--- src/prg_rom.hex ---
// PRG ROM bytes from 0xC000 upward, one hex byte per line
4C
00
C0
A9
1F
8D
00
20
A2
FF
9A
E8
8E
01
20
60

--- src/nes_bus_pkg.sv ---
package nes_bus_pkg;

    // CPU bus widths
    typedef logic [15:0] addr_t;
    typedef logic [7:0]  data_t;

    // PPU register selects, 0..7 follow the low address bits
    typedef enum logic [3:0] {
        PPUCTRL   = 4'd0,
        PPUMASK   = 4'd1,
        PPUSTATUS = 4'd2,
        OAMADDR   = 4'd3,
        OAMDATA   = 4'd4,
        PPUSCROLL = 4'd5,
        PPUADDR   = 4'd6,
        PPUDATA   = 4'd7,
        OAMDMA    = 4'd8
    } ppu_reg_t;

    // One request from the CPU side
    typedef struct packed {
        addr_t addr;
        logic  r_en;
        data_t w_data;
    } cpu_bus_t;

    // One-hot target decode, all zero when unmapped
    typedef struct packed {
        logic ram_sel;
        logic prom_sel;
        logic ppu_sel;
        logic joy_sel;
    } bus_sel_t;

    typedef struct packed {
        ppu_reg_t reg_sel;
        logic     reg_en;
        logic     reg_rw;
        data_t    reg_data_wr;
    } ppu_port_t;

    localparam addr_t JOY1_ADDR   = 16'h4016;
    localparam addr_t OAMDMA_ADDR = 16'h4014;

    localparam int CTRL_PULSE_LEN = 3;
    localparam int RAM_ADDR_W     = 11;
    localparam int PROM_ADDR_W    = 14;
    localparam string PROM_FILE   = "/design/src/prg_rom.hex";

endpackage : nes_bus_pkg

--- src/bus_decoder.sv ---
`timescale 1ns/100ps

module bus_decoder (
    input  nes_bus_pkg::addr_t    addr,
    output nes_bus_pkg::bus_sel_t sel,
    output nes_bus_pkg::ppu_reg_t ppu_reg
);
    import nes_bus_pkg::*;

    logic ppu_window;

    // 0x2000-0x3FFF, registers repeat every 8 bytes
    assign ppu_window = (addr[15:13] == 3'b001);

    always_comb begin
        sel = '0;
        sel.ram_sel  = (addr[15:13] == 3'b000);
        sel.prom_sel = (addr[15:14] == 2'b11);
        sel.ppu_sel  = ppu_window || (addr == OAMDMA_ADDR);
        sel.joy_sel  = (addr == JOY1_ADDR);
    end

    always_comb begin
        ppu_reg = PPUCTRL;
        if (ppu_window) begin
            case (addr[2:0])
                3'h0: ppu_reg = PPUCTRL;
                3'h1: ppu_reg = PPUMASK;
                3'h2: ppu_reg = PPUSTATUS;
                3'h3: ppu_reg = OAMADDR;
                3'h4: ppu_reg = OAMDATA;
                3'h5: ppu_reg = PPUSCROLL;
                3'h6: ppu_reg = PPUADDR;
                default: ppu_reg = PPUDATA;
            endcase
        end
        else if (addr == OAMDMA_ADDR) begin
            ppu_reg = OAMDMA;
        end
    end

endmodule : bus_decoder

--- config.mk ---
export PLATFORM = sky130hd
export DESIGN_NAME = bus_decoder
export DESIGN_NICKNAME = d
export VERILOG_FILES = /design/src/nes_bus_pkg.sv /design/src/bus_decoder.sv
export SDC_FILE = /design/constraint.sdc
export NUM_CORES = 1
export LEC_CHECK = 0
export BUFFER_PORTS_ARGS = -buffer_cell sky130_fd_sc_hd__buf_4
export CORE_AREA = 4 4 41 43
export DETAILED_ROUTE_END_ITERATION = 10
export DIE_AREA = 0 0 45 47
export PLACE_DENSITY_LB_ADDON = 0.15
export SLEW_MARGIN = 20
export SYNTH_ARGS = -nofsm -noshare
export SYNTH_HDL_FRONTEND = slang
export SYNTH_SLANG_ARGS = --single-unit
--- constraint.sdc ---
create_clock -name vclk -period 3.5
set_clock_uncertainty 0.15 [all_clocks]
set_input_delay 0.7 -clock vclk [all_inputs]
set_output_delay 0.7 -clock vclk [all_outputs]
set_load 0.005 [all_outputs]
* Word-level counts from Yosys, hierarchy flattened *
Index checks and enable logic that the tools add are counted.

cells by class
  equal/unequal tests = 10
  muxes and demuxes = 3
  reduce and logical (&&, ||, !) cells = 3

operator list
  operator              number
  $eq 16x15->1 const B  2
  $pmux 3 s7            1
  $eq 3x3->1 const B    3
  $mux 4                2
  $eq 3x1->1 const B    2
  $eq 3x2->1 const B    2
  $logic_not 3->1       2
  $eq 2x2->1 const B    1
  $logic_or 1x1->1      1

storage, ports and cells
  register bits after elaboration = 0
  input port bits = 16

* Longest topological paths before layout *
Gate-level depths: netlist (run 1).

  depth after elaboration = 3
  gate-level depth with buffers = 3

* Least setup slack after synthesis (run 1) *
No wires, ideal clock.

  path type = input to output
  start point = input port addr[15]
  end point = output port sel[1] (netlist name)
  arrival time = 1,851 ps
  data required time = 2,650 ps
  setup slack = 799 ps
  cell stages on the path = 3
  path through = or4b_1 > or4_4 > o21bai_2

RTL lines
  element      line              source
  from (decl)  bus_decoder.sv:4  input nes_bus_pkg::addr_t addr,
  to (decl)    bus_decoder.sv:5  output nes_bus_pkg::bus_sel_t sel,

* Final worst setup path (run 1) *
  start point = input port addr[15]
  end point = output port ppu_reg[3]

between the ends
  cells in the longest elaborated chain, start to end = 3

ends and longest elaborated chain
  element       line               source
  $eq 16x15->1  bus_decoder.sv:37  else if (addr == OAMDMA_ADDR) begin
  $mux 4        bus_decoder.sv:37
  $mux 4 (*)    bus_decoder.sv:25  if (ppu_window) begin
  to (decl)     bus_decoder.sv:6   output nes_bus_pkg::ppu_reg_t ppu_reg

Every way passes the cells marked *; elsewhere a longest branch is shown, timed or not.

==> results of run 1 <==
-- where the power goes --
group / internal (mW) / switching, mW
logic: 0.0171 / 0.00691
clock network: 0 / 0
registers: 0 / 0
-- cell type report --
type                       count  area share (%)
multi-input combinational     16           36.40
tap                           15           6.000
timing repair buffer          24           57.60
-- how the worst max path moves through the flow --
stage | to | cells past startpoint | start | slack [ns]
after global placement | sel[1] | 5 | addr[15] | 0.55
after global routing | sel[1] | 5 | addr[15] | 0.48
after floorplan | sel[1] | 3 | addr[15] | 0.80
after CTS | sel[1] | 5 | addr[15] | 0.54
final | ppu_reg[3] | 5 | addr[15] | 0.55
after detailed placement | sel[1] | 5 | addr[15] | 0.54
-- logic make-up (layout without fill, tap and decap cells) --
group,Yosys count,count (layout)
and+or+nand+nor,15,15
buffers and inverters,0,24
AOI/OAI and AO/OA,1,1
-- worst max-delay path, delay by kind of cell --
kind	cells	cell delay [ns]
and+or+nand+nor	3	1.15
buffers and inverters	2	0.24
-- per-layer routing --
| metal | vias to the layer above | global-route usage, % | wire length, um |
|---|---|---|---|
| met5 | - | 0 | 0 |
| met2 | 24 | 9.040 | 219 |
| li1 | 110 | - | - |
| met3 | 0 | 0.7663 | 131 |
| met4 | 0 | 0 | 0 |
| met1 | 95 | 7.191 | 215 |
-- cells in the final DEF, fill, tap and decap left out --
cell	synthesis	final
buf_4	0	24
and2_1	3	3
nor4_1	2	2
nor3b_1	1	1
nor3_1	1	1
and2_2	1	1
nor4b_1	1	1
nand2_1	1	1
or4b_1	1	1
or2b_1	1	1
or4_4	1	1
o21bai_2	1	1
nand2b_1	1	1
nor2_1	1	1
-- per-stage QoR --
stage          power, mW  hold WS, ns  area, um2  setup WS (ns)  cells
5_1_grt          0.02628        1.510      312.8         0.4813     55
6_report         0.02401        1.495      312.8         0.5467     55
3_5_place_dp     0.02428        1.495      312.8         0.5400     55
4_1_cts          0.02438        1.497      312.8         0.5400     55
2_1_floorplan   0.005070        1.280      113.9         0.7992     16
3_3_place_gp     0.02385        1.497      312.8         0.5498     55
==> flow_metrics.tcl, run 1 <==
set metrics [dict create \
    outcome "finished clean" \
    synth.most_common_cell "and2_1" \
    fillerInstances 164 \
    insertedDiodeCount 0 \
    ctsHoldBuffers 0 \
    yosys_warnings 0 \
    synth_top_family_by_area "simple AND/OR/NAND/NOR gates" \
    synth.area.top_cells "and2_1, nor4_1, o21bai_2, or4_4, or4b_1" \
    yosysSeqAreaShare_pct 0 \
    cpPeakStageDelay_ns 0.53 \
    yosys.area_share.simple_pct 90.11 \
    crit_path_frequent_cell "buf_4" \
    track_usage_pct 5.193 \
    syn_inst 16 \
    ant_nets 0 \
    layout.nets 58 \
    hp-class "input pin to primary output" \
    drive_gt1_share_pct 67.50 \
    synth-compound-area-share_pct 9.890 \
    antenna_found_initial 0 \
    finalMaxSlewViolations 0 \
    multi_input_area_um2 113.9 \
    finish.utilization_pct 24.04 \
    yosysUniqueCellTypes 13 \
    critical_path_required_ns 2.65 \
    muxShareOfSynthArea_pct 0 \
    grt_overflow 0 \
    synth_adder_area_share_pct 0 \
    synth_top_area_share_pct 16.48 \
    drc_errors 0 \
    detail_route.wl_per_cell_um 10.29 \
    rsz0062_at_grt "no" \
    holdPathEnd "sel[3]" \
    pin_count 24 \
    timing.fmax_mhz 338.6 \
    clock_buffers 0 \
    path_class "input pin to primary output" \
    synth_common_cells "and2_1, nor4_1" \
    vias 229 \
    crit_slowest_cell "or4b_1" \
    postCtsSetupRepairBufs 0 \
    synth.net_count 32 \
    wl_um 566 \
    grt_pass1_wl_um 876 \
    core_area_mm2 0.001301 \
    tightest_slew_ns 0.3639 \
    seq_cells 0 \
    regArea_um2 0 \
    hold_viol 0 \
    cts_resized 0 \
    drtIter0Drc 0 \
    synth_xor_area_share_pct 0 \
    cap_violations 0 \
    die-area_mm2 0.002115 \
    die_x_um 45 \
    setup-tns-final_ns 0 \
    cp-start-kind "input pin" \
    crit_path_end_kind "primary output" \
    min_path_cells 3 \
    crit_arrival_ns 2.10 \
    viasPerCell 4.164 \
    period_share_pct 84.38 \
    port_buffers 24 \
    path_cells "buf_4 > or4b_1 > or4_4 > nor2_1 > buf_4" \
    die_y_um 47 \
    synth_largest_area_cell "and2_1" \
    grt_pass1_vias 222 \
    grt_max_degree 5 \
    place.gp.congestion 0.7152 \
    start_util_pct 8.750 \
    p_per_area_mw_per_mm2 76.76 \
    slew_headroom_pct 75.69 \
    leakagePower_nw 0.1518 \
    synthToLayoutAreaGrowth_pct 174.7 \
    syn_area_um2 113.9 \
    hp-start "addr[13]" \
    finalCriticalPeriod_ns 2.953 \
    synth_area_per_cell_um2 7.116 \
    ir_worst_vdd_mv 0.02240 \
    cp_max_fo 4 \
    drtPass1Iterations 1 \
    setup_violations 0 \
    rows 13 \
]
No activity file was read; power rests on OpenSTA's default activity.
==> inputs of run 2 (changes only) <==
--- a/config.mk
+++ b/config.mk
@@ -5,6 +5,7 @@
 export SDC_FILE = /design/constraint.sdc
 export NUM_CORES = 1
 export LEC_CHECK = 0
+export ABC_AREA = 1
 export BUFFER_PORTS_ARGS = -buffer_cell sky130_fd_sc_hd__buf_4
 export CORE_AREA = 4 4 41 43
 export DETAILED_ROUTE_END_ITERATION = 10
==> constraint.sdc (replaced) <==
create_clock -name vclk -period 2.45
set_clock_uncertainty 0.15 [all_clocks]
set_input_delay 0.49 -clock vclk [all_inputs]
set_output_delay 0.49 -clock vclk [all_outputs]
set_load 0.005 [all_outputs]
==> flow_metrics.tcl, run 2 <==
set metrics [dict create \
    route.met3.wl_um 99 \
    antenna_found_initial 0 \
    clock_buffers 0 \
    viasPerCell 3.425 \
    hpwlAfterDp_um 476.3 \
    cp-start-kind "input pin" \
    outcome "finished clean" \
    finish.utilization_pct 25.58 \
    cp_top_family "simple AND/OR/NAND/NOR gates" \
    setup_violations 0 \
    wl_um 511 \
    synth_top_area_share_pct 42.06 \
    worstSetupPathDepth 7 \
    drc_errors 0 \
    seqPwrFrac_pct 0 \
    holdPathEnd "sel[3]" \
    rsz0062_at_grt "no" \
    drt-met1-wl_um 195 \
    drive_gt1_share_pct 43.10 \
    cts_resized 0 \
    ctsHoldBuffers 0 \
    drtIter0Drc 4 \
    hold_viol 0 \
    vias 250 \
    p_per_area_mw_per_mm2 110.6 \
    crit_slowest_cell "nor2_2" \
    grt_pass1_vias 217 \
    crit_start "addr[8]" \
    path_cells "buf_4 > nor2_1 > nand2_1 > nor2_2 > nand2_1 > nand2_1 > buf_4" \
    timing.fmax_mhz 571.8 \
    final_cell_mix "buf_4, nor2_1, nand2_1, inv_1" \
    synth_area_per_cell_um2 3.938 \
    min_path_cells 3 \
    hp-start "addr[13]" \
    grt_pass1_wl_um 765 \
    detail_route.wl_per_cell_um 7.000 \
    yosysUniqueCellTypes 6 \
    postCtsSetupRepairBufs 0 \
    setup-tns-final_ns 0 \
    start_util_pct 10.29 \
    insertedDiodeCount 0 \
    drtPass1Iterations 4 \
    pin_count 24 \
    grt_overflow 0 \
    tightest_slew_ns 0.1552 \
    crit_path_end_kind "primary output" \
    grt_max_degree 5 \
    finalMaxSlewViolations 0 \
    rows 13 \
    intPower_mw 0.02394 \
    synth.net_count 50 \
    ir_worst_vdd_mv 0.03006 \
    port_buffers 24 \
    core_area_mm2 0.001301 \
    slew_headroom_pct 89.58 \
    regArea_um2 0 \
    synthToLayoutAreaGrowth_pct 148.6 \
    seq_cells 0 \
    final_common_cell "buf_4" \
    synth.most_common_cell "nor2_1" \
    switching_share_pct 34.98 \
    syn_inst 34 \
    cpPeakStageDelay_ns 0.12 \
    synth_largest_area_cell "nor2_1" \
    critPathBufInv 2 \
    path_class "input pin to primary output" \
    power_frac_comb_pct 100.0 \
    period_share_pct 71.38 \
    leakagePower_nw 0.2099 \
    routed.top_layer "met3" \
    hp-class "input pin to primary output" \
    layout.nets 76 \
    p_sw_mw 0.01288 \
    finalCriticalPeriod_ns 1.749 \
    die_x_um 45 \
    cp_max_fo 2 \
    synth_common_cells "nor2_1, nand2_1, inv_1" \
    clockPowerShare_pct 0 \
    met2_length_um 217 \
    fillerInstances 161 \
    die_y_um 47 \
    ant_nets 0 \
    yosys_warnings 0 \
    crit_arrival_ns 1.11 \
    die-area_mm2 0.002115 \
    cap_violations 0 \
    synth.area.top_cells "nor2_1, nand2_1, inv_1, and2_1, nor2_2" \
    yosysSeqAreaShare_pct 0 \
    place.gp.congestion 0.6366 \
    crit_path_frequent_cell "nand2_1" \
    critical_path_required_ns 1.81 \
    syn_area_um2 133.9 \
    track_usage_pct 4.485 \
]
==> run 2: cell type report <==
class / count / area (um2) / area share, %
Tap cell: 15 / 18.77 / 5.639
Inverter: 7 / 26.28 / 7.895
Timing Repair Buffer: 24 / 180.2 / 54.14
Multi-Input combinational cell: 27 / 107.6 / 32.33
==> run 2: cells by family (layout without fill, tap and decap cells) <==
| kind of cell | count (synthesis) | count (layout) | share of synthesized area (%) |
|---|---|---|---|
| buffers and inverters | 7 | 31 | 19.63 |
| AND/OR/NAND/NOR | 27 | 27 | 80.37 |
==> run 2: power by group through the flow <==
stage	Clock (mW)	Sequential [mW]	Combinational [mW]
after floorplan	0	0	0.00991
after global placement	0	0	0.0376
after detailed placement	0	0	0.0372
after CTS	0	0	0.0374
after global routing	0	0	0.0416
final	0	0	0.0368
==> run 2: metrics by stage <==
stage               cells  power [mW]  cell area, um2  hold slack, ns  setup WS, ns
finish                 73     0.03682           332.8           1.081        0.7012
global route           73     0.04158           332.8           1.103        0.6157
CTS                    73     0.03735           332.8           1.082        0.6870
detailed placement     73     0.03723           332.8           1.080        0.6883
global placement       73     0.03757           332.8           1.083        0.6881
floorplan              34    0.009912           133.9          0.8600        0.9363
==> run 2: worst max-delay path by stage <==
stage / to / slack [ns]
finish: sel[1] / 0.70
global route: sel[1] / 0.62
CTS: sel[0] / 0.69
detailed placement: sel[0] / 0.69
global placement: sel[1] / 0.69
floorplan: sel[1] / 0.94
==> run 2: routing by layer <==
layer	vias up	global-route usage, %
li1	144	-
met1	91	6.067
met2	15	7.345
met3	0	1.533
met4	0	0
met5	-	0
