File: src/prg_rom.hex
// PRG ROM bytes from 0xC000 upward, one hex byte per line
4C
00
C0
A9
1F
8D
00
20
A2
FF
9A
E8
8E
01
20
60

File: src/nes_bus_pkg.sv
package nes_bus_pkg;

    // CPU bus widths
    typedef logic [15:0] addr_t;
    typedef logic [7:0]  data_t;

    // PPU register selects, 0..7 follow the low address bits
    typedef enum logic [3:0] {
        PPUCTRL   = 4'd0,
        PPUMASK   = 4'd1,
        PPUSTATUS = 4'd2,
        OAMADDR   = 4'd3,
        OAMDATA   = 4'd4,
        PPUSCROLL = 4'd5,
        PPUADDR   = 4'd6,
        PPUDATA   = 4'd7,
        OAMDMA    = 4'd8
    } ppu_reg_t;

    // One request from the CPU side
    typedef struct packed {
        addr_t addr;
        logic  r_en;
        data_t w_data;
    } cpu_bus_t;

    // One-hot target decode, all zero when unmapped
    typedef struct packed {
        logic ram_sel;
        logic prom_sel;
        logic ppu_sel;
        logic joy_sel;
    } bus_sel_t;

    typedef struct packed {
        ppu_reg_t reg_sel;
        logic     reg_en;
        logic     reg_rw;
        data_t    reg_data_wr;
    } ppu_port_t;

    localparam addr_t JOY1_ADDR   = 16'h4016;
    localparam addr_t OAMDMA_ADDR = 16'h4014;

    localparam int CTRL_PULSE_LEN = 3;
    localparam int RAM_ADDR_W     = 11;
    localparam int PROM_ADDR_W    = 14;
    localparam string PROM_FILE   = "/design/src/prg_rom.hex";

endpackage : nes_bus_pkg

File: src/read_return.sv
`timescale 1ns/100ps

module read_return (
    input  logic                  clock,
    input  logic                  reset_n,
    input  logic                  clock_en,
    input  nes_bus_pkg::bus_sel_t sel,
    input  logic                  r_en,
    input  nes_bus_pkg::data_t    ram_data,
    input  nes_bus_pkg::data_t    rom_data,
    input  nes_bus_pkg::data_t    button_bit,
    input  nes_bus_pkg::data_t    reg_data_rd,
    output nes_bus_pkg::data_t    r_data
);
    import nes_bus_pkg::*;

    logic  last_joy_rd;
    logic  last_ppu;
    logic  last_ram_rd;
    logic  last_rom_rd;
    data_t mem_hold;

    always_ff @(posedge clock, negedge reset_n) begin
        if (!reset_n) begin
            last_joy_rd <= 1'b0;
            last_ppu    <= 1'b0;
            last_ram_rd <= 1'b0;
            last_rom_rd <= 1'b0;
            mem_hold    <= '0;
        end
        else if (clock_en) begin
            last_joy_rd <= sel.joy_sel && r_en;
            last_ppu    <= sel.ppu_sel;
            last_ram_rd <= sel.ram_sel && r_en;
            last_rom_rd <= sel.prom_sel && r_en;
            // Keep the byte being returned now for later unmapped reads
            if (last_ram_rd) begin
                mem_hold <= ram_data;
            end
            else if (last_rom_rd) begin
                mem_hold <= rom_data;
            end
        end
    end

    always_comb begin
        if (last_joy_rd) begin
            r_data = button_bit;
        end
        else if (last_ppu) begin
            r_data = reg_data_rd;
        end
        else if (last_ram_rd) begin
            r_data = ram_data;
        end
        else if (last_rom_rd) begin
            r_data = rom_data;
        end
        else begin
            r_data = mem_hold;
        end
    end

endmodule : read_return

File: config.mk
export PLATFORM = sky130hd
export DESIGN_NAME = read_return
export DESIGN_NICKNAME = d
export VERILOG_FILES = /design/src/nes_bus_pkg.sv /design/src/read_return.sv
export SDC_FILE = /design/constraint.sdc
export NUM_CORES = 1
export LEC_CHECK = 0
export BUFFER_PORTS_ARGS = -buffer_cell sky130_fd_sc_hd__buf_2
export CORE_MARGIN = 1
export CORE_UTILIZATION = 45
export CTS_CLUSTER_DIAMETER = 60
export DETAILED_ROUTE_END_ITERATION = 7
export GPL_ROUTABILITY_DRIVEN = 0
export PLACE_DENSITY = 0.92
export SLEW_MARGIN = 20
export SYNTH_ARGS = -nofsm -noshare
export SYNTH_HDL_FRONTEND = slang
export SYNTH_SLANG_ARGS = --single-unit
File: constraint.sdc
create_clock -name clock -period 2.8 [get_ports clock]
set_input_delay 0.14 -clock clock [delete_from_list [all_inputs] [get_ports clock]]
set_output_delay 0.14 -clock clock [all_outputs]
set_load 0.02 [all_outputs]
Word-level counts from Yosys, hierarchy flattened
Cells that the tools add are included.

storage, ports and cells
  bits of input ports = 40
  bits in registers = 12
  word-level logic and storage cells = 12
  output and inout port bits = 8

operators by class
  mux-type cells = 4
  reduce and logical (&&, ||, !) cells = 3

operators with widths
  kind               number
  8-bit 2-to-1 mux   4
  1-bit logical AND  3

Longest topological paths before layout
Gate-level depths: netlist of the first run.

  depth after elaboration = 4
  gate-level depth with buffers = 4
  mapped depth without buffers = 3

Least setup slack after synthesis of the first run
OpenSTA, ideal clock, no wires.

  path kind = register to output
  from = reg last_ppu
  to = out r_data[7]
  stages on the path, launching flop included = 4
  data arrival time = 1.181 ns
  slack = 1.479 ns
  path buffers = 1
  data required time = 2.660 ns
  path through = dfrtp_1 -> clkbuf_2 -> o311ai_0 -> a22oi_1

on the way
  longest elaborated chain between the ends = 2

RTL lines
  element                 line               source
  start, declared         read_return.sv:18  logic last_ppu;
  start signal, assigned  read_return.sv:33  last_ppu <= sel.ppu_sel;
  8-bit 2-to-1 mux        read_return.sv:50  else if (last_ppu) begin
  8-bit 2-to-1 mux        read_return.sv:47  if (last_joy_rd) begin
  end, declared           read_return.sv:13  output nes_bus_pkg::data_t r_data

Every way passes these cells.

Final worst setup path of the first run
  from = reg last_ppu
  to = out r_data[4]

The elaborated chain is that of the path after synthesis.

==> run_results.csv, run 1 <==
group,metric,value,unit
status,outcome,"finished, final reports clean",
timing,finClkSkew,0.00290,ns
worst_setup_path,required,2.66,ns
min_path,hold_path_depth,3,
drt,vias,1029,
synthesis,synth-seq-cells,12,
synthesis,syn-instance-count,101,
timing,rsz0062_at_grt,"no",
cells_and_area,fin_cells,171,
clock_tree,cts.sinks,12,
clock_tree,cts_tree,"yes",
floorplanning,die_h,46.3,µm
synthesis,synth_nets,141,
worst_setup_path,critPathLaunchType,"flip-flop",
synthesis,yosysMostFrequentCell,"dfrtp_1",
global_routing,grt_antenna_before_repair,0,
timing,tightestPinTransition,0.816,ns
timing,max_freq,524,MHz
floorplanning,die_w,46.3,µm
floorplanning,core,1780,µm²
cells_and_area,nNetsFinal,187,
worst_setup_path,r2r_cells,2,
drt,drtIter0Drc,44,
worst_setup_path,critPathKind,"reg2out",
min_path,hold_path_class,"in2reg",
worst_setup_path,cp_max_fo,18,
synthesis,syn_area_per_cell,8.75,µm²
synthesis,synth_cell_types,22,
min_path,min_to,"last_joy_rd",
timing,slew_violations,0,
drt,wirelength,2510,µm
timing,fin_ws,0.891,ns
placement,place_ws,1.20,ns
timing,tns,0,ns
cells_and_area,antenna_cells,0,
pwr,ir_worst_vdd,0.350,mV
global_routing,grt_pass1_wl,3740,µm
clock_tree,htree_num_levels,1,
floorplanning,io_pins,48,
drt,vias_per_cell,6.02,
timing,period_needed,1.91,ns
floorplanning,initial_core_util,0.495,
synthesis,synthArstFlopShare,1.00,
synthesis,synth_area_leaders,"dfrtp_1 34%, mux2i_1 9.1%, a22oi_1 6.8%",
clock_tree,holdBufCountCts,1,
clock_tree,cts_setup_buffers,0,
cells_and_area,area_growth,31.2,%
pwr,power_density,524,nW/µm²
worst_setup_path,worstSetupEndpointType,"output pin",
timing,hold_violations,0,
placement,portBuffers,47,
clock_tree,clockBufferDepth,2,
timing,relSlewSlack,0.456,
clock_tree,root_buffer,"clkbuf_4",
worst_setup_path,rr_startpoint,"last_rom_rd",
min_path,min_from,"sel[0]",
synthesis,ys.flop_type,"dfrtp_1",
drt,first_pass_iters,5,
synthesis,yosys_warnings,0,
synthesis,synth_top_area_cell,"dfrtp_1",
clock_tree,clkLatencyLatePin,0.27,ns
worst_setup_path,r2r_end,"mem_hold[5]",
clock_tree,cts.clk_slew.worst_paths,0.07,ns
worst_setup_path,reg2reg_slack,1.23,ns
worst_setup_path,crit_arrival,1.77,ns
timing,timing.final.crit_share,0.682,
cells_and_area,drive_gt1_frac,0.370,
synthesis,yosysSeqAreaShare,0.340,
clock_tree,cts_buffers,3,
pwr,p_leak,0.523,nW
global_routing,grt_pass1_vias,897,
synthesis,synth_top_area_share,0.340,
drt,antenna_left,0,
floorplanning,row_count,15,
synthesis,synthesis.area,883,µm²
global_routing,grt_max_degree,24,
drt,wl_per_cell,14.7,µm
synthesis,synth.top_cells.by_count,"12 x dfrtp_1, 10 x o21ai_0, 9 x nand2_1",
global_routing,overflow,0,
floorplanning,fp.dieArea,2140,µm²
synthesis,synth_edf_count,0,
timing,setup_violations,0,
placement,placed_cells,166,
global_routing,grt_usage,0.244,
job,cap_viol_max_count,0,
clock_tree,cts_resized,0,
timing,whs,0.0987,ns
drt,remaining_drc_errors,0,
placement,dp_hpwl,1870,µm
## layer usage
metal / up-vias / track usage / share of wire
met5: - / 0 / 0
met3: 5 / 0.0392 / 0.087
met1: 468 / 0.324 / 0.43
met4: 0 / 0.0941 / 0.012
met2: 76 / 0.392 / 0.47
li1: 480 / - / -
## area by class of cell
type | instances | area (µm²)
flip-flops and latches | 12 | 300
clock buffers | 4 | 36.3
well taps | 25 | 31.3
repair buffers | 48 | 245
fillers | 155 | 624
inverters | 3 | 11.3
multi-input cells | 79 | 534
## report_power, final
part / leakage, nW / switching, mW / internal [mW] / total, mW
Sequential: 0.148 / 0.0420 / 0.208 / 0.250
Combinational: 0.354 / 0.118 / 0.103 / 0.221
Clock: 0.0210 / 0.0568 / 0.0791 / 0.136
Total: 0.523 / 0.217 / 0.390 / 0.607
## worst max-delay path by stage
stage | to | start
floorplan | r_data[7] | last_ppu
global placement | r_data[4] | last_rom_rd
detailed placement | r_data[4] | last_ppu
CTS | r_data[4] | last_rom_rd
global route | r_data[4] | last_rom_rd
finish | r_data[4] | last_ppu
## flip-flops by register name, summed over array words and instances (netlist names)
name / flops
last_ppu: 1
last_joy_rd: 1
mem_hold: 8
last_ram_rd: 1
last_rom_rd: 1
## cells by family (layout without fill, tap and decap cells)
family	count (synthesis)	in the layout	share of synthesized area
multiplexers	9	9	0.103
flip-flops	12	12	0.340
AND/OR/NAND/NOR	28	28	0.181
buffers and inverters	10	55	0.0552
AO/OA/AOI/OAI	42	42	0.320
## worst max-delay path, cell delays in order (launching register included)
cell and delay [ns]:
dfrtp_1 0.56, nor3_2 0.55, a22oi_1 0.18, buf_2 0.20
## layout by cell type, fill, tap and decap left out, types with 2 or more instances in the layout
master,instances
a22oi_1,8
o311ai_0,5
clkbuf_4,3
o21ai_0,10
mux2i_1,8
nand3b_1,6
o22ai_1,6
nand3_1,3
nand2_1,9
o311ai_1,3
a21oi_1,6
a22o_1,4
dfrtp_1,12
nand2b_1,8
buf_2,47
inv_1,2
## stage by stage
stage	instance area, µm²	total power, mW	utilization
after global placement	1110	0.458	0.624
after global routing	1160	0.643	0.650
final	1160	0.607	0.650
after floorplan	883	0.391	-
after CTS	1160	0.606	0.650
after detailed placement	1110	0.471	0.624
Note: power is estimated with default switching activity, not from simulation.
==> run 2, diff against run 1 <==
--- a/config.mk
+++ b/config.mk
@@ -7,11 +7,11 @@
 export LEC_CHECK = 0
 export BUFFER_PORTS_ARGS = -buffer_cell sky130_fd_sc_hd__buf_2
 export CORE_MARGIN = 1
-export CORE_UTILIZATION = 45
+export CORE_UTILIZATION = 44
 export CTS_CLUSTER_DIAMETER = 60
 export DETAILED_ROUTE_END_ITERATION = 7
 export GPL_ROUTABILITY_DRIVEN = 0
-export PLACE_DENSITY = 0.92
+export PLACE_DENSITY = 0.9
 export SLEW_MARGIN = 20
 export SYNTH_ARGS = -nofsm -noshare
 export SYNTH_HDL_FRONTEND = slang
==> constraint.sdc (replaced) <==
create_clock -name clock -period 2 [get_ports clock]
set_input_delay 0.1 -clock clock [delete_from_list [all_inputs] [get_ports clock]]
set_output_delay 0.1 -clock clock [all_outputs]
set_load 0.02 [all_outputs]
==> run 2 against run 1 <==
Cell count fell by 0.58%. Via count fell by 5.8%. Combinational power rose by 37%. Global-route usage fell by 0.37 points. Non-clock buffer count did not move. Utilization fell by 1.4 points. Register-to-register slack got worse by 0.73 ns. Critical path type unchanged. First-iteration DRC count fell by 57%. Die area rose by 2.2%.
==> run_results.csv, run 2 (same netlist as run 1, synthesis figures left out) <==
group,metric,value,unit
worst_setup_path,cp_max_fo,18,
cells_and_area,top_register,"mem_hold",
cells_and_area,multi_input_area,534,µm²
clock_tree,cts_tree,"yes",
min_path,min_from,"sel[1]",
cells_and_area,design_area,1140,µm²
drt,vias,969,
clock_tree,htree_num_levels,1,
global_routing,overflow,0,
global_routing,grt_pass1_vias,848,
worst_setup_path,r2r_cells,2,
cells_and_area,nNetsFinal,187,
timing,slew_violations,0,
cells_and_area,fin_cells,170,
floorplanning,io_pins,48,
floorplanning,row_count,15,
clock_tree,root_buffer,"clkbuf_4",
drt,wirelength,2310,µm
global_routing,use_met1,0.297,
worst_setup_path,critPathMaxStageDelay,0.58,ns
worst_setup_path,r2r_end,"mem_hold[6]",
floorplanning,core,1800,µm²
cells_and_area,final_cell_mix,"47 x buf_2, 12 x dfrtp_1, 10 x o21ai_0",
worst_setup_path,reg2reg_slack,0.50,ns
cells_and_area,antenna_cells,0,
timing,finClkSkew,0.00141,ns
min_path,hold_path_class,"in2reg",
timing,hold_violations,0,
timing,rsz0062_at_grt,"no",
clock_tree,cts_resized,0,
floorplanning,initial_core_util,0.490,
timing,period_needed,1.89,ns
placement,dpl_cell_area,1110,µm²
drt,remaining_drc_errors,0,
drt,wl_per_cell,13.6,µm
clock_tree,cts_buffers,3,
worst_setup_path,critPathKind,"reg2out",
placement,placed_cells,166,
worst_setup_path,crit_arrival,1.79,ns
global_routing,grt_pass1_wl,3650,µm
cells_and_area,final_core_util,0.635,
global_routing,grt_busiest_layer,"met2",
timing,whs,0.0527,ns
timing,tightestPinTransition,0.775,ns
floorplanning,die_w,46.8,µm
worst_setup_path,rr_startpoint,"last_rom_rd",
placement,portBuffers,47,
clock_tree,clockBufferDepth,2,
floorplanning,fp.dieArea,2190,µm²
placement,dp_hpwl,1790,µm
timing,tns,0,ns
clock_tree,clkLatencyLatePin,0.28,ns
worst_setup_path,critPathLaunchType,"flip-flop",
min_path,min_to,"last_ppu",
clock_tree,cts.sinks,12,
cells_and_area,register_area,300,µm²
worst_setup_path,slowest_stage,"dfrtp_1",
drt,drtIter0Drc,19,
cells_and_area,final_common_cell,"buf_2",
timing,relSlewSlack,0.483,
cells_and_area,drive_gt1_frac,0.366,
drt,vias_per_cell,5.70,
cells_and_area,final.fill_count,170,
timing,fin_ws,0.106,ns
cells_and_area,area_growth,29.6,%
global_routing,grt_max_degree,24,
floorplanning,die_h,46.8,µm
pwr,power_density,696,nW/µm²
job,cap_viol_max_count,0,
drt,first_pass_iters,4,
timing,timing.final.crit_share,0.947,
status,outcome,"finished, final reports clean",
pwr,p_leak,0.516,nW
min_path,hold_path_depth,2,
pwr,ir_worst_vdd,0.386,mV
global_routing,grt_antenna_before_repair,0,
worst_setup_path,worstSetupEndpointType,"output pin",
timing,setup_violations,0,
global_routing,grtUsageMet3,0.0308,
global_routing,grt_usage,0.240,
drt,antenna_left,0,
clock_tree,cts.clk_slew.worst_paths,0.06,ns
pwr,p_total,0.797,mW
cells_and_area,largest_register_ffs,8,
worst_setup_path,required,1.90,ns
placement,place_ws,0.426,ns
global_routing,gr-usage-met2,0.414,
timing,max_freq,528,MHz
worst_setup_path,crit_chain,"nor3_2 -> a22oi_1 -> buf_2",
==> run 2: cell types whose count changed in the layout (fill, tap and decap cells not counted), sizes merged <==
| cell | change |
|---|---|
| clkbuf | -1 |
==> run 2: final cells by class <==
cell class,instances,share of cell area
Clock buffer,3,0.0197
Inverter,3,0.00984
Multi-Input combinational cell,79,0.467
Sequential cell,12,0.262
Tap cell,25,0.0273
Timing Repair Buffer,48,0.214
==> run 2: worst max path at each step <==
stage,depth (start not counted),endpoint,start
2_1_floorplan,3,r_data[7],last_ppu
3_3_place_gp,3,r_data[4],last_ppu
3_5_place_dp,3,r_data[1],last_ppu
4_1_cts,3,r_data[1],last_ppu
5_1_grt,3,r_data[6],last_ppu
6_report,3,r_data[1],last_ppu
==> run 2: worst max-delay path: cells and delay by family, from the launching register on <==
family / cells / cell delay [ns]
simple gates: 1 / 0.56
compound gates: 1 / 0.19
flops: 1 / 0.58
buf+inv: 1 / 0.20
==> run 2: timing repair <==
action                                 CTS  global route
hold buffers                             1             0
setup buffers                            0             0
endpoints found under the hold margin   12             0
==> run 2: per-layer routing <==
layer	vias up	wire [µm]
li1	479	-
met1	430	957
met2	55	1150
met3	5	172
met4	0	34
met5	-	0
==> run 2: power breakdown <==
| part | internal (mW) | switching (mW) | total, mW |
|---|---|---|---|
| clock | 0.0699 | 0.0735 | 0.143 |
| combinational | 0.144 | 0.159 | 0.302 |
| sequential | 0.292 | 0.0593 | 0.351 |
==> run 3, diff against run 2 <==
--- a/config.mk
+++ b/config.mk
@@ -5,6 +5,7 @@
 export SDC_FILE = /design/constraint.sdc
 export NUM_CORES = 1
 export LEC_CHECK = 0
+export ABC_CLOCK_PERIOD_IN_PS = 2000
 export BUFFER_PORTS_ARGS = -buffer_cell sky130_fd_sc_hd__buf_2
 export CORE_MARGIN = 1
 export CORE_UTILIZATION = 44
@@ -12,6 +13,7 @@
 export DETAILED_ROUTE_END_ITERATION = 7
 export GPL_ROUTABILITY_DRIVEN = 0
 export PLACE_DENSITY = 0.9
+export SETUP_SLACK_MARGIN = 0.2
 export SLEW_MARGIN = 20
 export SYNTH_ARGS = -nofsm -noshare
 export SYNTH_HDL_FRONTEND = slang
==> run 3 against run 2 <==
Count of clock-buffer cells in the layout did not move. Sequential share of layout area fell by 0.24 points. Critical path depth rose by 1. Global-route usage rose by 0.28 points. Clock skew rose by 0.0021 ns. Register-to-register slack improved by 0.23 ns. Combinational power rose by 4%. Critical path type unchanged. Sequential power rose by 2%. First-iteration DRC count rose by 53%. Total power rose by 2.3%. Sequential cell count did not move. Largest cell class unchanged. Critical endpoint is now r_data[2]. Largest power group unchanged. Utilization rose by 1.4 points.
==> run_results.csv, run 3 (same netlist as run 1, synthesis figures left out) <==
group,metric,value,unit
drt,first_pass_iters,4,
timing,setup_violations,0,
floorplanning,core,1800,µm²
worst_setup_path,crit_arrival,1.59,ns
worst_setup_path,crit_chain,"inv_2 -> o311ai_0 -> a22oi_1 -> buf_2",
timing,timing.final.crit_share,0.843,
cells_and_area,top_register,"mem_hold",
drt,vias_per_cell,5.74,
floorplanning,die_w,46.8,µm
pwr,p_leak,0.524,nW
global_routing,grt_pass1_wl,3680,µm
worst_setup_path,critPathMaxStageDelay,0.45,ns
worst_setup_path,slowest_stage,"dfrtp_2",
worst_setup_path,cp_max_fo,15,
global_routing,grt_pass1_vias,850,
global_routing,grt_max_degree,24,
worst_setup_path,worstSetupEndpointType,"output pin",
worst_setup_path,cp_top_family,"compound AO/OA/AOI/OAI gates",
timing,hold_violations,0,
placement,portBuffers,47,
timing,rsz0062_at_grt,"no",
min_path,hold_path_depth,2,
min_path,hold_path_class,"in2reg",
clock_tree,clkLatencyLatePin,0.28,ns
worst_setup_path,rr_startpoint,"last_rom_rd",
floorplanning,initial_core_util,0.490,
cells_and_area,drive_gt1_frac,0.401,
timing,tightestPinTransition,0.427,ns
cells_and_area,final_cell_mix,"47 x buf_2, 10 x o21ai_0, 9 x nand2_1, 9 x dfrtp_1",
floorplanning,row_count,15,
worst_setup_path,crit_cells,4,
cells_and_area,antenna_cells,0,
timing,slew_violations,0,
job,cap_viol_max_count,0,
timing,tns,0,ns
cells_and_area,nNetsFinal,189,
clock_tree,cts_tree,"yes",
cells_and_area,area_growth,32.4,%
worst_setup_path,required,1.90,ns
timing,max_freq,593,MHz
clock_tree,cts.sinks,12,
worst_setup_path,reg2reg_slack,0.73,ns
placement,dp_hpwl,1790,µm
clock_tree,clockBufferDepth,2,
status,outcome,"finished, final reports clean",
timing,whs,0.0534,ns
worst_setup_path,crit_path_start,"last_ram_rd",
worst_setup_path,critPathKind,"reg2out",
cells_and_area,largest_register_ffs,8,
worst_setup_path,r2r_end,"mem_hold[6]",
worst_setup_path,cp_num_buf_inv,2,
worst_setup_path,r2r_cells,3,
drt,antenna_left,0,
clock_tree,root_buffer,"clkbuf_4",
pwr,power_density,697,nW/µm²
cells_and_area,final_core_util,0.649,
timing,finClkSkew,0.00349,ns
drt,vias,987,
global_routing,grt_antenna_before_repair,0,
global_routing,grt_usage,0.243,
floorplanning,io_pins,48,
drt,drtIter0Drc,29,
clock_tree,cts_buffers,3,
worst_setup_path,critPathLaunchType,"flip-flop",
clock_tree,cts.clk_slew.worst_paths,0.06,ns
cells_and_area,final_common_cell,"buf_2",
drt,wl_per_cell,14.0,µm
min_path,min_from,"sel[1]",
drt,wirelength,2410,µm
timing,relSlewSlack,0.715,
min_path,min_to,"last_ppu",
timing,period_needed,1.69,ns
floorplanning,fp.dieArea,2190,µm²
global_routing,overflow,0,
pwr,ir_worst_vdd,0.392,mV
drt,remaining_drc_errors,0,
clock_tree,htree_num_levels,1,
floorplanning,die_h,46.8,µm
[run 3: cell types whose count changed in the layout (fill, tap and decap cells not counted)]
cell / previous run / this run
buf_4: 0 / 2
dfrtp_1: 12 / 9
dfrtp_2: 0 / 3
inv_1: 2 / 1
inv_2: 1 / 2
nor3_2: 1 / 0
nor3_4: 0 / 1
o311ai_0: 5 / 4
o311ai_1: 3 / 4
[run 3: where the power goes]
part / switching [mW] / internal (mW)
clock network: 0.0746 / 0.0699
logic: 0.162 / 0.151
registers: 0.0641 / 0.293
total: 0.301 / 0.514
[run 3: repair_timing]
action / in CTS / in global routing
pin swaps: 0 / 1
hold buffers: 1 / 0
gates resized for setup: 1 / 5
gates cloned: 0 / 0
setup endpoints to repair: 8 / 8
buffers inserted: 0 / 2
hold endpoints to repair: 12 / 0
[run 3: cell type report]
cell class | instances | area [µm²]
timing repair buffer | 50 | 260
sequential | 12 | 304
clock buffer | 3 | 22.5
fill | 165 | 632
multi-input combinational | 79 | 541
tap | 25 | 31.3
inverter | 3 | 11.3
[run 3: metal layers]
layer  track usage  part of all wire  vias up
li1              -                 -      485
met3        0.0385             0.053        5
met4         0.109             0.015        0
met1         0.298              0.43      452
met2         0.419              0.50       45
met5             0                 0        -
[run 3: worst max path at each step]
stage / end / slack (ns)
finish: r_data[2] / 0.31
global route: r_data[2] / 0.22
CTS: r_data[0] / 0.21
detailed placement: r_data[1] / 0.43
global placement: r_data[4] / 0.48
floorplan: r_data[7] / 0.72
[run 3: per-stage QoR]
step / worst slack [ns] / cell area (µm²) / instances / power (mW)
after floorplan: 0.719 / 883 / 101 / 0.547
after global placement: 0.479 / 1110 / 166 / 0.643
after detailed placement: 0.426 / 1110 / 166 / 0.656
after CTS: 0.206 / 1150 / 170 / 0.802
after global routing: 0.225 / 1170 / 172 / 0.865
final: 0.313 / 1170 / 172 / 0.815
[run 3: worst register-to-register path: stages, from the launching register on]
cell and delay (ns):
dfrtp_2 0.57, nor2b_1 0.22, a22o_1 0.18, a22o_1 0.19
