**src/prg_rom.hex**
```
// PRG ROM bytes from 0xC000 upward, one hex byte per line
4C
00
C0
A9
1F
8D
00
20
A2
FF
9A
E8
8E
01
20
60

```
**src/nes_bus_pkg.sv**
```systemverilog
package nes_bus_pkg;

    // CPU bus widths
    typedef logic [15:0] addr_t;
    typedef logic [7:0]  data_t;

    // PPU register selects, 0..7 follow the low address bits
    typedef enum logic [3:0] {
        PPUCTRL   = 4'd0,
        PPUMASK   = 4'd1,
        PPUSTATUS = 4'd2,
        OAMADDR   = 4'd3,
        OAMDATA   = 4'd4,
        PPUSCROLL = 4'd5,
        PPUADDR   = 4'd6,
        PPUDATA   = 4'd7,
        OAMDMA    = 4'd8
    } ppu_reg_t;

    // One request from the CPU side
    typedef struct packed {
        addr_t addr;
        logic  r_en;
        data_t w_data;
    } cpu_bus_t;

    // One-hot target decode, all zero when unmapped
    typedef struct packed {
        logic ram_sel;
        logic prom_sel;
        logic ppu_sel;
        logic joy_sel;
    } bus_sel_t;

    typedef struct packed {
        ppu_reg_t reg_sel;
        logic     reg_en;
        logic     reg_rw;
        data_t    reg_data_wr;
    } ppu_port_t;

    localparam addr_t JOY1_ADDR   = 16'h4016;
    localparam addr_t OAMDMA_ADDR = 16'h4014;

    localparam int CTRL_PULSE_LEN = 3;
    localparam int RAM_ADDR_W     = 11;
    localparam int PROM_ADDR_W    = 14;
    localparam string PROM_FILE   = "/design/src/prg_rom.hex";

endpackage : nes_bus_pkg

```
**src/joypad_port.sv**
```systemverilog
`timescale 1ns/100ps

module joypad_port (
    input  logic                  clock,
    input  logic                  reset_n,
    input  logic                  clock_en,
    input  nes_bus_pkg::cpu_bus_t bus,
    input  logic                  joy_sel,
    input  logic                  ctlr_data,
    output logic                  ctlr_latch,
    output logic                  ctlr_pulse,
    output nes_bus_pkg::data_t    button_bit
);
    import nes_bus_pkg::*;

    typedef enum logic [2:0] {
        IDLE,
        WROTE1,
        WROTE0,
        PULSE_LO,
        PULSE_HI
    } joy_state_t;

    joy_state_t curr, next;

    logic [$clog2(CTRL_PULSE_LEN+1)-1:0] phase_cnt;
    logic [3:0] read_cnt;
    logic       joy_wr;
    logic       joy_rd;
    logic       phase_done;

    assign joy_wr     = joy_sel && !bus.r_en;
    assign joy_rd     = joy_sel && bus.r_en;
    assign phase_done = (phase_cnt == CTRL_PULSE_LEN);

    always_ff @(posedge clock, negedge reset_n) begin
        if (!reset_n) begin
            curr       <= IDLE;
            phase_cnt  <= '0;
            read_cnt   <= '0;
            button_bit <= '0;
        end
        else if (clock_en) begin
            curr <= next;
            // Pins are active low
            button_bit <= {7'b0, ~ctlr_data};

            if (curr != next) begin
                phase_cnt <= '0;
            end
            else if (!phase_done) begin
                phase_cnt <= phase_cnt + 1'b1;
            end

            if (curr == WROTE1) begin
                read_cnt <= '0;
            end
            else if (curr != next && next == PULSE_HI) begin
                read_cnt <= read_cnt + 4'd1;
            end
        end
    end

    always_comb begin
        next = curr;
        // Strobe high restarts the sequence from anywhere
        if (joy_wr && bus.w_data[0]) begin
            next = WROTE1;
        end
        else begin
            case (curr)
                IDLE: next = IDLE;
                WROTE1: begin
                    if (joy_wr) begin
                        next = WROTE0;
                    end
                end
                WROTE0: begin
                    if (joy_rd) begin
                        next = PULSE_LO;
                    end
                end
                PULSE_LO: begin
                    if (phase_done) begin
                        next = PULSE_HI;
                    end
                end
                PULSE_HI: begin
                    if (read_cnt == 4'd8 && phase_done) begin
                        next = IDLE;
                    end
                    else if (joy_rd) begin
                        next = PULSE_LO;
                    end
                end
                default: next = IDLE;
            endcase
        end
    end

    assign ctlr_latch = (curr == WROTE1);
    assign ctlr_pulse = (curr == PULSE_HI);

endmodule : joypad_port

```
**config.mk**
```make
export PLATFORM = sky130hd
export DESIGN_NAME = joypad_port
export DESIGN_NICKNAME = d
export VERILOG_FILES = /design/src/nes_bus_pkg.sv /design/src/joypad_port.sv
export SDC_FILE = /design/constraint.sdc
export NUM_CORES = 1
export LEC_CHECK = 0
export ABC_AREA = 1
export BUFFER_PORTS_ARGS = -buffer_cell sky130_fd_sc_hd__buf_2
export CAP_MARGIN = 20
export CORE_MARGIN = 3
export CORE_UTILIZATION = 40
export CTS_BUF_LIST = sky130_fd_sc_hd__clkbuf_4
export CTS_CLUSTER_SIZE = 10
export DETAILED_ROUTE_END_ITERATION = 10
export HOLD_SLACK_MARGIN = 0.08
export PLACE_DENSITY = 0.74
export SYNTH_ARGS = -nofsm -noshare
export SYNTH_HDL_FRONTEND = slang
export SYNTH_SLANG_ARGS = --single-unit
```
**constraint.sdc**
```tcl
create_clock -name clock -period 1.48 [get_ports clock]
set_input_delay 0.074 -clock clock [delete_from_list [all_inputs] [get_ports clock]]
set_output_delay 0.074 -clock clock [all_outputs]
set_load 0.01 [all_outputs]
```
# Word level (Yosys, flattened, before mapping)
# Cells that the tools add are included.
totals:
  regBits: 10
  output_inout_bits: 10
classes:
  addsub: 2
  eq_ne: 9
  muxes: 10
  bitwise_logic: 1
  reduce_logical: 9
ops:
  columns: ["cell", "n"]
  rows:
  - ["$mux W3", 5]
  - ["$pmux W3 S4", 1]
  - ["$mux W4", 2]
  - ["$eq A3 B2 Y1 const B", 2]
  - ["$eq A3 B3 Y1 const B", 2]
  - ["$logic_and A1 B1 Y1", 5]
  - ["$add A4 B1 Y4 const B", 1]
  - ["$eq A4 B4 Y1 const B", 1]
  - ["$mux W2", 2]
  - ["$reduce_and A2 Y1", 2]
  - ["$eq A3 B1 Y1 const B", 1]
  - ["$ne A3 B3 Y1", 1]
  - ["$add A2 B1 Y2 const B", 1]
  - ["$eq A2 B2 Y1 const B", 1]
  - ["$ne A2 B1 Y1 const B", 1]
  - ["$reduce_bool A2 Y1", 1]
  - ["$logic_not A1 Y1", 1]
  - ["$not A1 Y1", 1]

# Depth between registers and ports, before layout
# Gate-level depths: netlist (run 1).
logic_depth:
  word_depth: 9
  ltp_mapped: 15

# Worst setup path before layout (run 1)
# Ideal clock, no wire load.
synth_timing:
  path_kind: "register to register"
  start: "register phase_cnt[0]"
  end: "register phase_cnt[0]"
  setup_time_ns: 0.117
  t_arrival_ns: 1.365
  slack_ns: -0.001
  path_stages_with_launch: 14
  path_buffers: 0
  period_less_slack_ns: 1.481
  cell_sequence: "dfrtp_1 > ha_1 > nand2_1 > inv_1 > nand2_2 > nand3_2 > nand2_2 > nand3_2 > nand2_1 > inv_2 > nand4_1 > nand2_1 > nand2_1 > nand2_1"
synth_via:
  elab_chain_len: 8
  word_cells_on_any_way: 12
  cone_classes: "1 x add/sub; 3 x eq/ne; 6 x mux; 2 x reduce/logical"
synth_lines:
  columns: ["element", "line_no", "text"]
  rows:
  - ["start: declaration", "joypad_port.sv:26", "logic [$clog2(CTRL_PULSE_LEN+1)-1:0] phase_cnt;"]
  - ["start signal: assignment", "joypad_port.sv:52", "phase_cnt <= phase_cnt + 1'b1;"]
  - ["$eq A2 B2 Y1", "joypad_port.sv:34", "assign phase_done = (phase_cnt == CTRL_PULSE_LEN);"]
  - ["$logic_and A1 B1 Y1", "joypad_port.sv:89", "if (read_cnt == 4'd8 && phase_done) begin"]
  - ["$mux W3", "joypad_port.sv:89", null]
  - ["$pmux W3 S4", "joypad_port.sv:71", "case (curr)"]
  - ["$mux W3", "joypad_port.sv:67", "if (joy_wr && bus.w_data[0]) begin"]
  - ["$ne A3 B3 Y1", "joypad_port.sv:48", "if (curr != next) begin"]
  - ["$ne A2 B1 Y1 (no line)", null, null]
  - ["$reduce_and A2 Y1 (no line)", null, null]
# Parallel ways exist; a longest one is shown, timed or not. The select of a mux whose other input is x is not followed.
# A chain may end at the register's enable or synchronous reset.

# Worst setup path after layout (run 1)
layout_timing:
  start: "register phase_cnt[0]"
  end: "register phase_cnt[1]"
# Same word-level chain as after synthesis.

==> impl_metrics.env, run 1 <==
export IMPL_nFillCells=177
export IMPL_status="finished, violations left"
export IMPL_timing_max_cap_violations=0
export IMPL_report_final_slew_viol_count=0
export IMPL_violation_count_after_the_first_detailed_route_iteration=12
export IMPL_cts_num_sinks=10
export IMPL_share_of_post_route_cells_with_drive_strength_above_1_pct=52.94
export IMPL_postLayoutSetupSlackWorst_ns=-0.1358
export IMPL_layout_cells_most_common_list="sky130_fd_sc_hd__buf_4, sky130_fd_sc_hd__nand2_2, sky130_fd_sc_hd__nand2_1"
export IMPL_dp_worst_setup_slack_ns=-0.1190
export IMPL_critPathLaunchType="flip-flop"
export IMPL_placement_rows=15
export IMPL_skew_ns=0.001787
export IMPL_via_per_inst=4.950
export IMPL_hold_ws_ns=0.09301
export IMPL_tritoncts_num_buffers=3
export IMPL_area_growth_pct=41.30
export IMPL_clock_latency_ns=0.26
export IMPL_min_from="clock_en"
export IMPL_worst_hold_path_type="in -> reg"
export IMPL_gr_usage_met3_pct=1.780
export IMPL_power_leakage_uw=0.0005632
export IMPL_holdPathStages=2
export IMPL_violated_checks="setup timing"
export IMPL_reg2reg_setup_slack_ns=-0.14
export IMPL_timing_final_hold_violations=0
export IMPL_layout_min_cycle_time_ns=1.616
export IMPL_grt_util_all_layers_pct=15.38
export IMPL_power_density_nw_per_um2=1642
export IMPL_estimated_wirelength_of_the_detail_placed_design_um=1297
export IMPL_yosysUniqueCellTypes=22
export IMPL_r2r_end="phase_cnt[1]$_DFFE_PN0P_"
export IMPL_timing_fmax_mhz=618.9
export IMPL_worst_ir_drop_vdd_mv=0.7952
export IMPL_fp_dieArea_um2=2546
export IMPL_worst_ep_arrival_time_ns=1.82
export IMPL_criticalPathCategory="reg -> reg"
export IMPL_post_synth_cell_area_avg_um2=7.603
export IMPL_worst_path_buf_inv=2
export IMPL_layout_worst_path_cycle_share_pct=109.2
export IMPL_yosys_area_top_type="sky130_fd_sc_hd__dfrtp_1"
export IMPL_numPlacedInstances=149
export IMPL_final_common_cell="sky130_fd_sc_hd__buf_4"
export IMPL_setup_viol=7
export IMPL_fp_dieH_um=50.46
export IMPL_cpMaxStageDelayCell="sky130_fd_sc_hd__dfrtp_1"
export IMPL_grt_max_degree=11
export IMPL_antenna_cells_inserted=0
export IMPL_vias_in_the_first_global_route=739
export IMPL_post_synth_inst_count=104
export IMPL_wirelength_um=2029
export IMPL_finalWeightedCongestion=0.8544
export IMPL_syn_area_um2=790.8
export IMPL_clock_tree_root_cell="sky130_fd_sc_hd__clkbuf_4"
export IMPL_cell_repeated_most_along_the_worst_path="sky130_fd_sc_hd__nand2_2"
export IMPL_cp_top_family="simple AND/OR/NAND/NOR gates"
export IMPL_worst_r2r_startpoint="phase_cnt[0]$_DFFE_PN0P_"
export IMPL_grt_pass1_wl_um=2987
export IMPL_grt_util_met2_pct=28.48
export IMPL_grt_setup_unrepaired="true"
export IMPL_fin_nets=170
export IMPL_critical_path_rt_ns=1.68
export IMPL_worst_r2r_path_depth=14
export IMPL_cp_max_fo=5
export IMPL_drt_pass1_iter_count=6
export IMPL_cts_reportedPaths_clkPinSlew_ns=0.06
export IMPL_routed_wire_length_per_instance_um=12.60
export IMPL_cts_path_max_buffers=2
export IMPL_endpoint_kind="flip-flop"
export IMPL_core_um2=1802
export IMPL_synth_sequential_area_ratio_pct=31.65
export IMPL_die_x_um=50.46
export IMPL_globalRouteOverflowTotal=0
export IMPL_grt_antenna_before_repair=0
export IMPL_start_util_pct=43.89
export IMPL_final_cell_count_no_fill=161
export IMPL_boundaryPins=40
export IMPL_worstPathCellList="ha_4 > nand2_2 > inv_2 > nand2_4 > nand3_4 > nand2_4 > nand2_4 > nand2_2 > nand2_2 > inv_2 > nand2_2 > nor2_4 > nand4_1 > nand2_1"
export IMPL_yosys_warnings=0
export IMPL_hold_path_end="curr[0]$_DFFE_PN0P_"
export IMPL_detailroute_via_count=797
export IMPL_yosys_area_top_type_share_pct=31.65
export IMPL_globalRoute_busiestLayer="met2"
export IMPL_groute_layer_met1_usage_pct=15.99
export IMPL_final_util_pct=62.01
export IMPL_port_buffers=9
export IMPL_cts_tree="yes"
export IMPL_synth_area_top_cells="sky130_fd_sc_hd__dfrtp_1, sky130_fd_sc_hd__nand2_1, sky130_fd_sc_hd__buf_4"
export IMPL_ys_seq_elements=10
export IMPL_route_antenna_remaining_nets=0
export IMPL_drt_drc_violations_left=0
export IMPL_h_tree_depth=1
export IMPL_crit_path_max_incr_delay_ns=0.41
## cell families (layout without fill, tap and decap cells)
logic type	after synthesis	count (layout)	share of synthesized area, %
simple gates	55	55	37.81
buf+inv	23	49	15.19
compound gates	11	11	9.020
flops	10	10	31.65
fa+ha+maj	3	3	4.747
other cells	1	7	0.4742
xor+xnor	1	1	1.108
## per-layer routing
| layer | part of all wire (%) | wire length (um) |
|---|---|---|
| met4 | 2.8 | 57 |
| met1 | 41 | 825 |
| met2 | 53 | 1078 |
| met3 | 3.3 | 67 |
| met5 | 0 | 0 |
## cell usage after synthesis, drive strengths merged
master and number:
o21ai 8, nand3 11, xor2 1, nor2 6, nor3 1, nand4 7, a21oi 1, o31ai 1
inv 15, buf 8, conb 1, dfrtp 10, nand2 30, ha 3, o211ai 1
## sequential cells by signal, summed over array words and instances, names as in the netlist
signal and count:
phase_cnt 2, read_cnt 4, button_bit 1, curr 3
## worst register-to-register path: stages, from the launching register on
cell and delay (ns):
sky130_fd_sc_hd__dfrtp_1 0.41, sky130_fd_sc_hd__ha_4 0.20, sky130_fd_sc_hd__nand2_2 0.07, sky130_fd_sc_hd__inv_2 0.04
sky130_fd_sc_hd__nand2_4 0.09, sky130_fd_sc_hd__nand3_4 0.08, sky130_fd_sc_hd__nand2_4 0.09, sky130_fd_sc_hd__nand2_4 0.06
sky130_fd_sc_hd__nand2_2 0.06, sky130_fd_sc_hd__nand2_2 0.05, sky130_fd_sc_hd__inv_2 0.06, sky130_fd_sc_hd__nand2_2 0.08
sky130_fd_sc_hd__nor2_4 0.10, sky130_fd_sc_hd__nand4_1 0.10, sky130_fd_sc_hd__nand2_1 0.07
## how the worst max path moves through the flow
| stage | slack [ns] | end | from | depth (start not counted) |
|---|---|---|---|---|
| after floorplan | 0.02 | phase_cnt[0]$_DFFE_PN0P_ | read_cnt[0]$_DFFE_PN0P_ | 15 |
| after CTS | -0.08 | phase_cnt[0]$_DFFE_PN0P_ | phase_cnt[1]$_DFFE_PN0P_ | 13 |
| after detailed placement | -0.12 | phase_cnt[0]$_DFFE_PN0P_ | phase_cnt[0]$_DFFE_PN0P_ | 14 |
| after global routing | -0.25 | phase_cnt[1]$_DFFE_PN0P_ | phase_cnt[0]$_DFFE_PN0P_ | 13 |
| after global placement | -0.07 | phase_cnt[0]$_DFFE_PN0P_ | phase_cnt[0]$_DFFE_PN0P_ | 14 |
| final | -0.14 | phase_cnt[1]$_DFFE_PN0P_ | phase_cnt[0]$_DFFE_PN0P_ | 14 |
## through the flow
step	total power, uW	instance area, um^2	setup TNS [ns]
floorplan	1038	815.8	0
global placement	1329	925.9	-0.3395
detailed placement	1356	925.9	-0.5617
CTS	1634	1015	-0.4382
global route	1972	1117	-1.492
finish	1834	1117	-0.7589
## power by group
group | switching [uW] | internal (uW) | total [uW] | leakage, uW
clock network | 88.8 | 97.3 | 186 | 0.0000154
registers | 91.3 | 368 | 459 | 0.000131
logic | 626 | 563 | 1190 | 0.000417
total | 806 | 1030 | 1830 | 0.000563
## layout make-up
cell class,instances,area (um^2),share of cell area [%]
sequential,10,250.2,22.40
multi-input combinational,77,545.5,48.82
inverter,15,56.30,5.039
timing repair buffer,30,207.7,18.59
clock inverter,1,3.754,0.3359
tap,25,31.28,2.800
clock buffer,3,22.52,2.016
## what timing repair did
action,CTS,global route
cloned,0,0
setup buffers,2,4
hold endpoints to repair,11,0
endpoints found under the setup margin,7,9
pin swaps,16,13
hold buffers,2,0
resized for setup,8,21
(Power assumes the default switching activity.)
==> inputs of run 2 (changes only) <==
--- a/config.mk
+++ b/config.mk
@@ -14,7 +14,7 @@
 export CTS_CLUSTER_SIZE = 10
 export DETAILED_ROUTE_END_ITERATION = 10
 export HOLD_SLACK_MARGIN = 0.08
-export PLACE_DENSITY = 0.74
+export PLACE_DENSITY = 0.72
 export SYNTH_ARGS = -nofsm -noshare
 export SYNTH_HDL_FRONTEND = slang
 export SYNTH_SLANG_ARGS = --single-unit
==> constraint.sdc (replaced) <==
create_clock -name clock -period 1.5 [get_ports clock]
set_input_delay 0.075 -clock clock [delete_from_list [all_inputs] [get_ports clock]]
set_output_delay 0.075 -clock clock [all_outputs]
set_load 0.01 [all_outputs]
==> run 2 against run 1 <==
Net effect: the run still ends with setup timing left; non-clock buffer count is 6 lower; final cell count is 3.7% lower; via count is 6.9% lower; clock-buffer cell count stayed put; utilization is 2.2 points lower; cell area is 3.5% lower; wire length is 9.6% lower; worst hold slack worse by 0.026 ns; setup slack better by 0.038 ns; critical path depth is 1 higher; largest cell class unchanged; highest routed layer unchanged.
==> impl_metrics.env, run 2 (same netlist as run 1, synthesis figures left out) <==
export IMPL_wirelength_um=1835
export IMPL_crit_path_max_incr_delay_ns=0.39
export IMPL_critical_path_rt_ns=1.65
export IMPL_reg_largest_list="read_cnt x4, curr x3, phase_cnt x2"
export IMPL_max_ffs_per_register=4
export IMPL_timing_max_cap_violations=0
export IMPL_final_common_cell="sky130_fd_sc_hd__nand2_1"
export IMPL_start_util_pct=43.89
export IMPL_cts_reportedPaths_clkPinSlew_ns=0.07
export IMPL_vias_in_the_first_global_route=738
export IMPL_grt_setup_unrepaired="true"
export IMPL_detailroute_via_count=742
export IMPL_share_seq_of_total_power_pct=28.0
export IMPL_area_growth_pct=36.39
export IMPL_globalRouteOverflowTotal=0
export IMPL_worst_hold_path_type="in -> reg"
export IMPL_clkPwrFrac_pct=11.2
export IMPL_largest_register="read_cnt"
export IMPL_routed_wire_length_per_instance_um=11.84
export IMPL_critPathLaunchType="flip-flop"
export IMPL_layout_worst_path_cycle_share_pct=106.5
export IMPL_setup_viol=6
export IMPL_worstPathCellList="inv_2 > ha_4 > nand2_2 > inv_2 > nand2_4 > nand2_2 > nand2_2 > nand2_4 > nand3_4 > nand2_2 > nand2_2 > nand4_1 > nand2_1 > nand2_1 > nand2_1"
export IMPL_p_int_uw=933.8
export IMPL_share_of_post_route_cells_with_drive_strength_above_1_pct=49.23
export IMPL_route_antenna_remaining_nets=0
export IMPL_clock_latency_ns=0.26
export IMPL_cts_path_max_buffers=2
export IMPL_nFillCells=165
export IMPL_grt_pass1_wl_um=3015
export IMPL_violated_checks="setup timing"
export IMPL_layout_cells_most_common_list="sky130_fd_sc_hd__nand2_1, sky130_fd_sc_hd__buf_4, sky130_fd_sc_hd__nand2_2"
export IMPL_ff_latch_area_um2=252.7
export IMPL_endpoint_kind="flip-flop"
export IMPL_cts_num_sinks=10
export IMPL_drt_drc_violations_left=0
export IMPL_boundaryPins=40
export IMPL_fp_dieH_um=50.46
export IMPL_fp_dieArea_um2=2546
export IMPL_cp_max_fo=3
export IMPL_die_x_um=50.46
export IMPL_report_final_slew_viol_count=0
export IMPL_worst_ep_arrival_time_ns=1.75
export IMPL_cts_tree="yes"
export IMPL_grt_max_degree=11
export IMPL_skew_ns=0.004309
export IMPL_cpMaxStageDelayCell="sky130_fd_sc_hd__dfrtp_1"
export IMPL_grt_antenna_before_repair=0
export IMPL_port_buffers=9
export IMPL_timing_fmax_mhz=625.8
export IMPL_power_net_switching_uw=755.3
export IMPL_h_tree_depth=1
export IMPL_status="finished, violations left"
export IMPL_numPlacedInstances=148
export IMPL_drt_pass1_iter_count=4
export IMPL_finalWeightedCongestion=0.9401
export IMPL_final_cell_count_no_fill=155
export IMPL_grt_util_all_layers_pct=15.79
export IMPL_placement_rows=15
export IMPL_multi_input_comb_area_um2=545.5
export IMPL_power_density_nw_per_um2=1566
export IMPL_clock_tree_root_cell="sky130_fd_sc_hd__clkbuf_4"
export IMPL_fin_nets=164
export IMPL_final_util_pct=59.86
export IMPL_combPwrFrac_pct=60.7
export IMPL_power_leakage_uw=0.0005395
export IMPL_layout_min_cycle_time_ns=1.598
export IMPL_via_per_inst=4.787
export IMPL_worst_ir_drop_vdd_mv=0.8092
export IMPL_core_um2=1802
export IMPL_timing_final_hold_violations=0
export IMPL_cell_repeated_most_along_the_worst_path="sky130_fd_sc_hd__nand2_2"
export IMPL_criticalPathCategory="reg -> reg"
export IMPL_postLayoutSetupSlackWorst_ns=-0.09792
export IMPL_tritoncts_num_buffers=3
export IMPL_antenna_cells_inserted=0
export IMPL_power_share_switching_pct=44.72
export IMPL_estimated_wirelength_of_the_detail_placed_design_um=1371
export IMPL_violation_count_after_the_first_detailed_route_iteration=19
[run 2: cell types whose count changed in the layout (fill, tap and decap cells not counted), sizes merged]
cell  delta
buf      -6
[run 2: timing repair]
| action | 4_1_cts | 5_1_grt |
|---|---|---|
| gates resized for setup | 10 | 20 |
| hold buffers | 2 | 0 |
| pin swaps | 8 | 10 |
| buffers inserted | 2 | 0 |
| cloned | 0 | 0 |
| setup endpoints to repair | 6 | 9 |
| endpoints found under the hold margin | 12 | 0 |
[run 2: worst paths after layout]
kind | from | endpoint | slack [ns] | depth (start not counted)
max | read_cnt[1]$_DFFE_PN0P_ | phase_cnt[0]$_DFFE_PN0P_ | -0.1 | 15
min | clock_en | curr[0]$_DFFE_PN0P_ | 0.07 | 2
max reg2reg | read_cnt[1]$_DFFE_PN0P_ | phase_cnt[0]$_DFFE_PN0P_ | -0.1 | 15
min reg2reg | button_bit[0]$_DFFE_PN0P_ | button_bit[0]$_DFFE_PN0P_ | 0.49 | 2
max in group asynchronous | reset_n | curr[1]$_DFFE_PN0P_ | 1.08 | 2
min in group asynchronous | reset_n | read_cnt[2]$_DFFE_PN0P_ | 0.20 | 2
[run 2: per-layer routing]
| metal | track usage, % | wire length (um) |
|---|---|---|
| met5 | 0 | 0 |
| met3 | 2.077 | 56 |
| met1 | 19.63 | 823 |
| met2 | 27.17 | 944 |
| met4 | 6.726 | 10 |
[run 2: layout make-up]
class | count | area share [%]
Tap cell | 25 | 2.900
Inverter | 15 | 5.220
Timing Repair Buffer | 24 | 15.43
Sequential cell | 10 | 23.43
Clock inverter | 1 | 0.3480
Multi-Input combinational cell | 77 | 50.58
Clock buffer | 3 | 2.088
[run 2: through the flow]
step	worst slack, ns	setup TNS [ns]	hold WS (ns)	cell area, um^2	total power (uW)
3_5_place_dp	-0.1671	-0.5743	-0.04566	915.9	1325
2_1_floorplan	0.01853	0	-0.2206	813.3	1021
5_1_grt	-0.1897	-0.9496	0.07989	1079	1827
6_report	-0.09792	-0.3185	0.06700	1079	1689
4_1_cts	-0.1166	-0.4114	0.07799	1015	1632
3_3_place_gp	-0.05044	-0.1290	-0.04724	915.9	1298
[run 2: power groups by stage]
stage | Combinational [uW] | Sequential (uW) | Clock [uW]
after floorplan | 585 | 437 | 0
after global placement | 847 | 452 | 0
after detailed placement | 869 | 455 | 0
after CTS | 965 | 467 | 200
after global routing | 1130 | 486 | 211
final | 1030 | 474 | 189
[run 2: critical path: cells and delay by family, from the launching register on]
kind | cells | cell delay (ns)
adders and majority gates | 1 | 0.13
buffers and inverters | 2 | 0.14
DFF | 1 | 0.39
and+or+nand+nor | 12 | 0.84
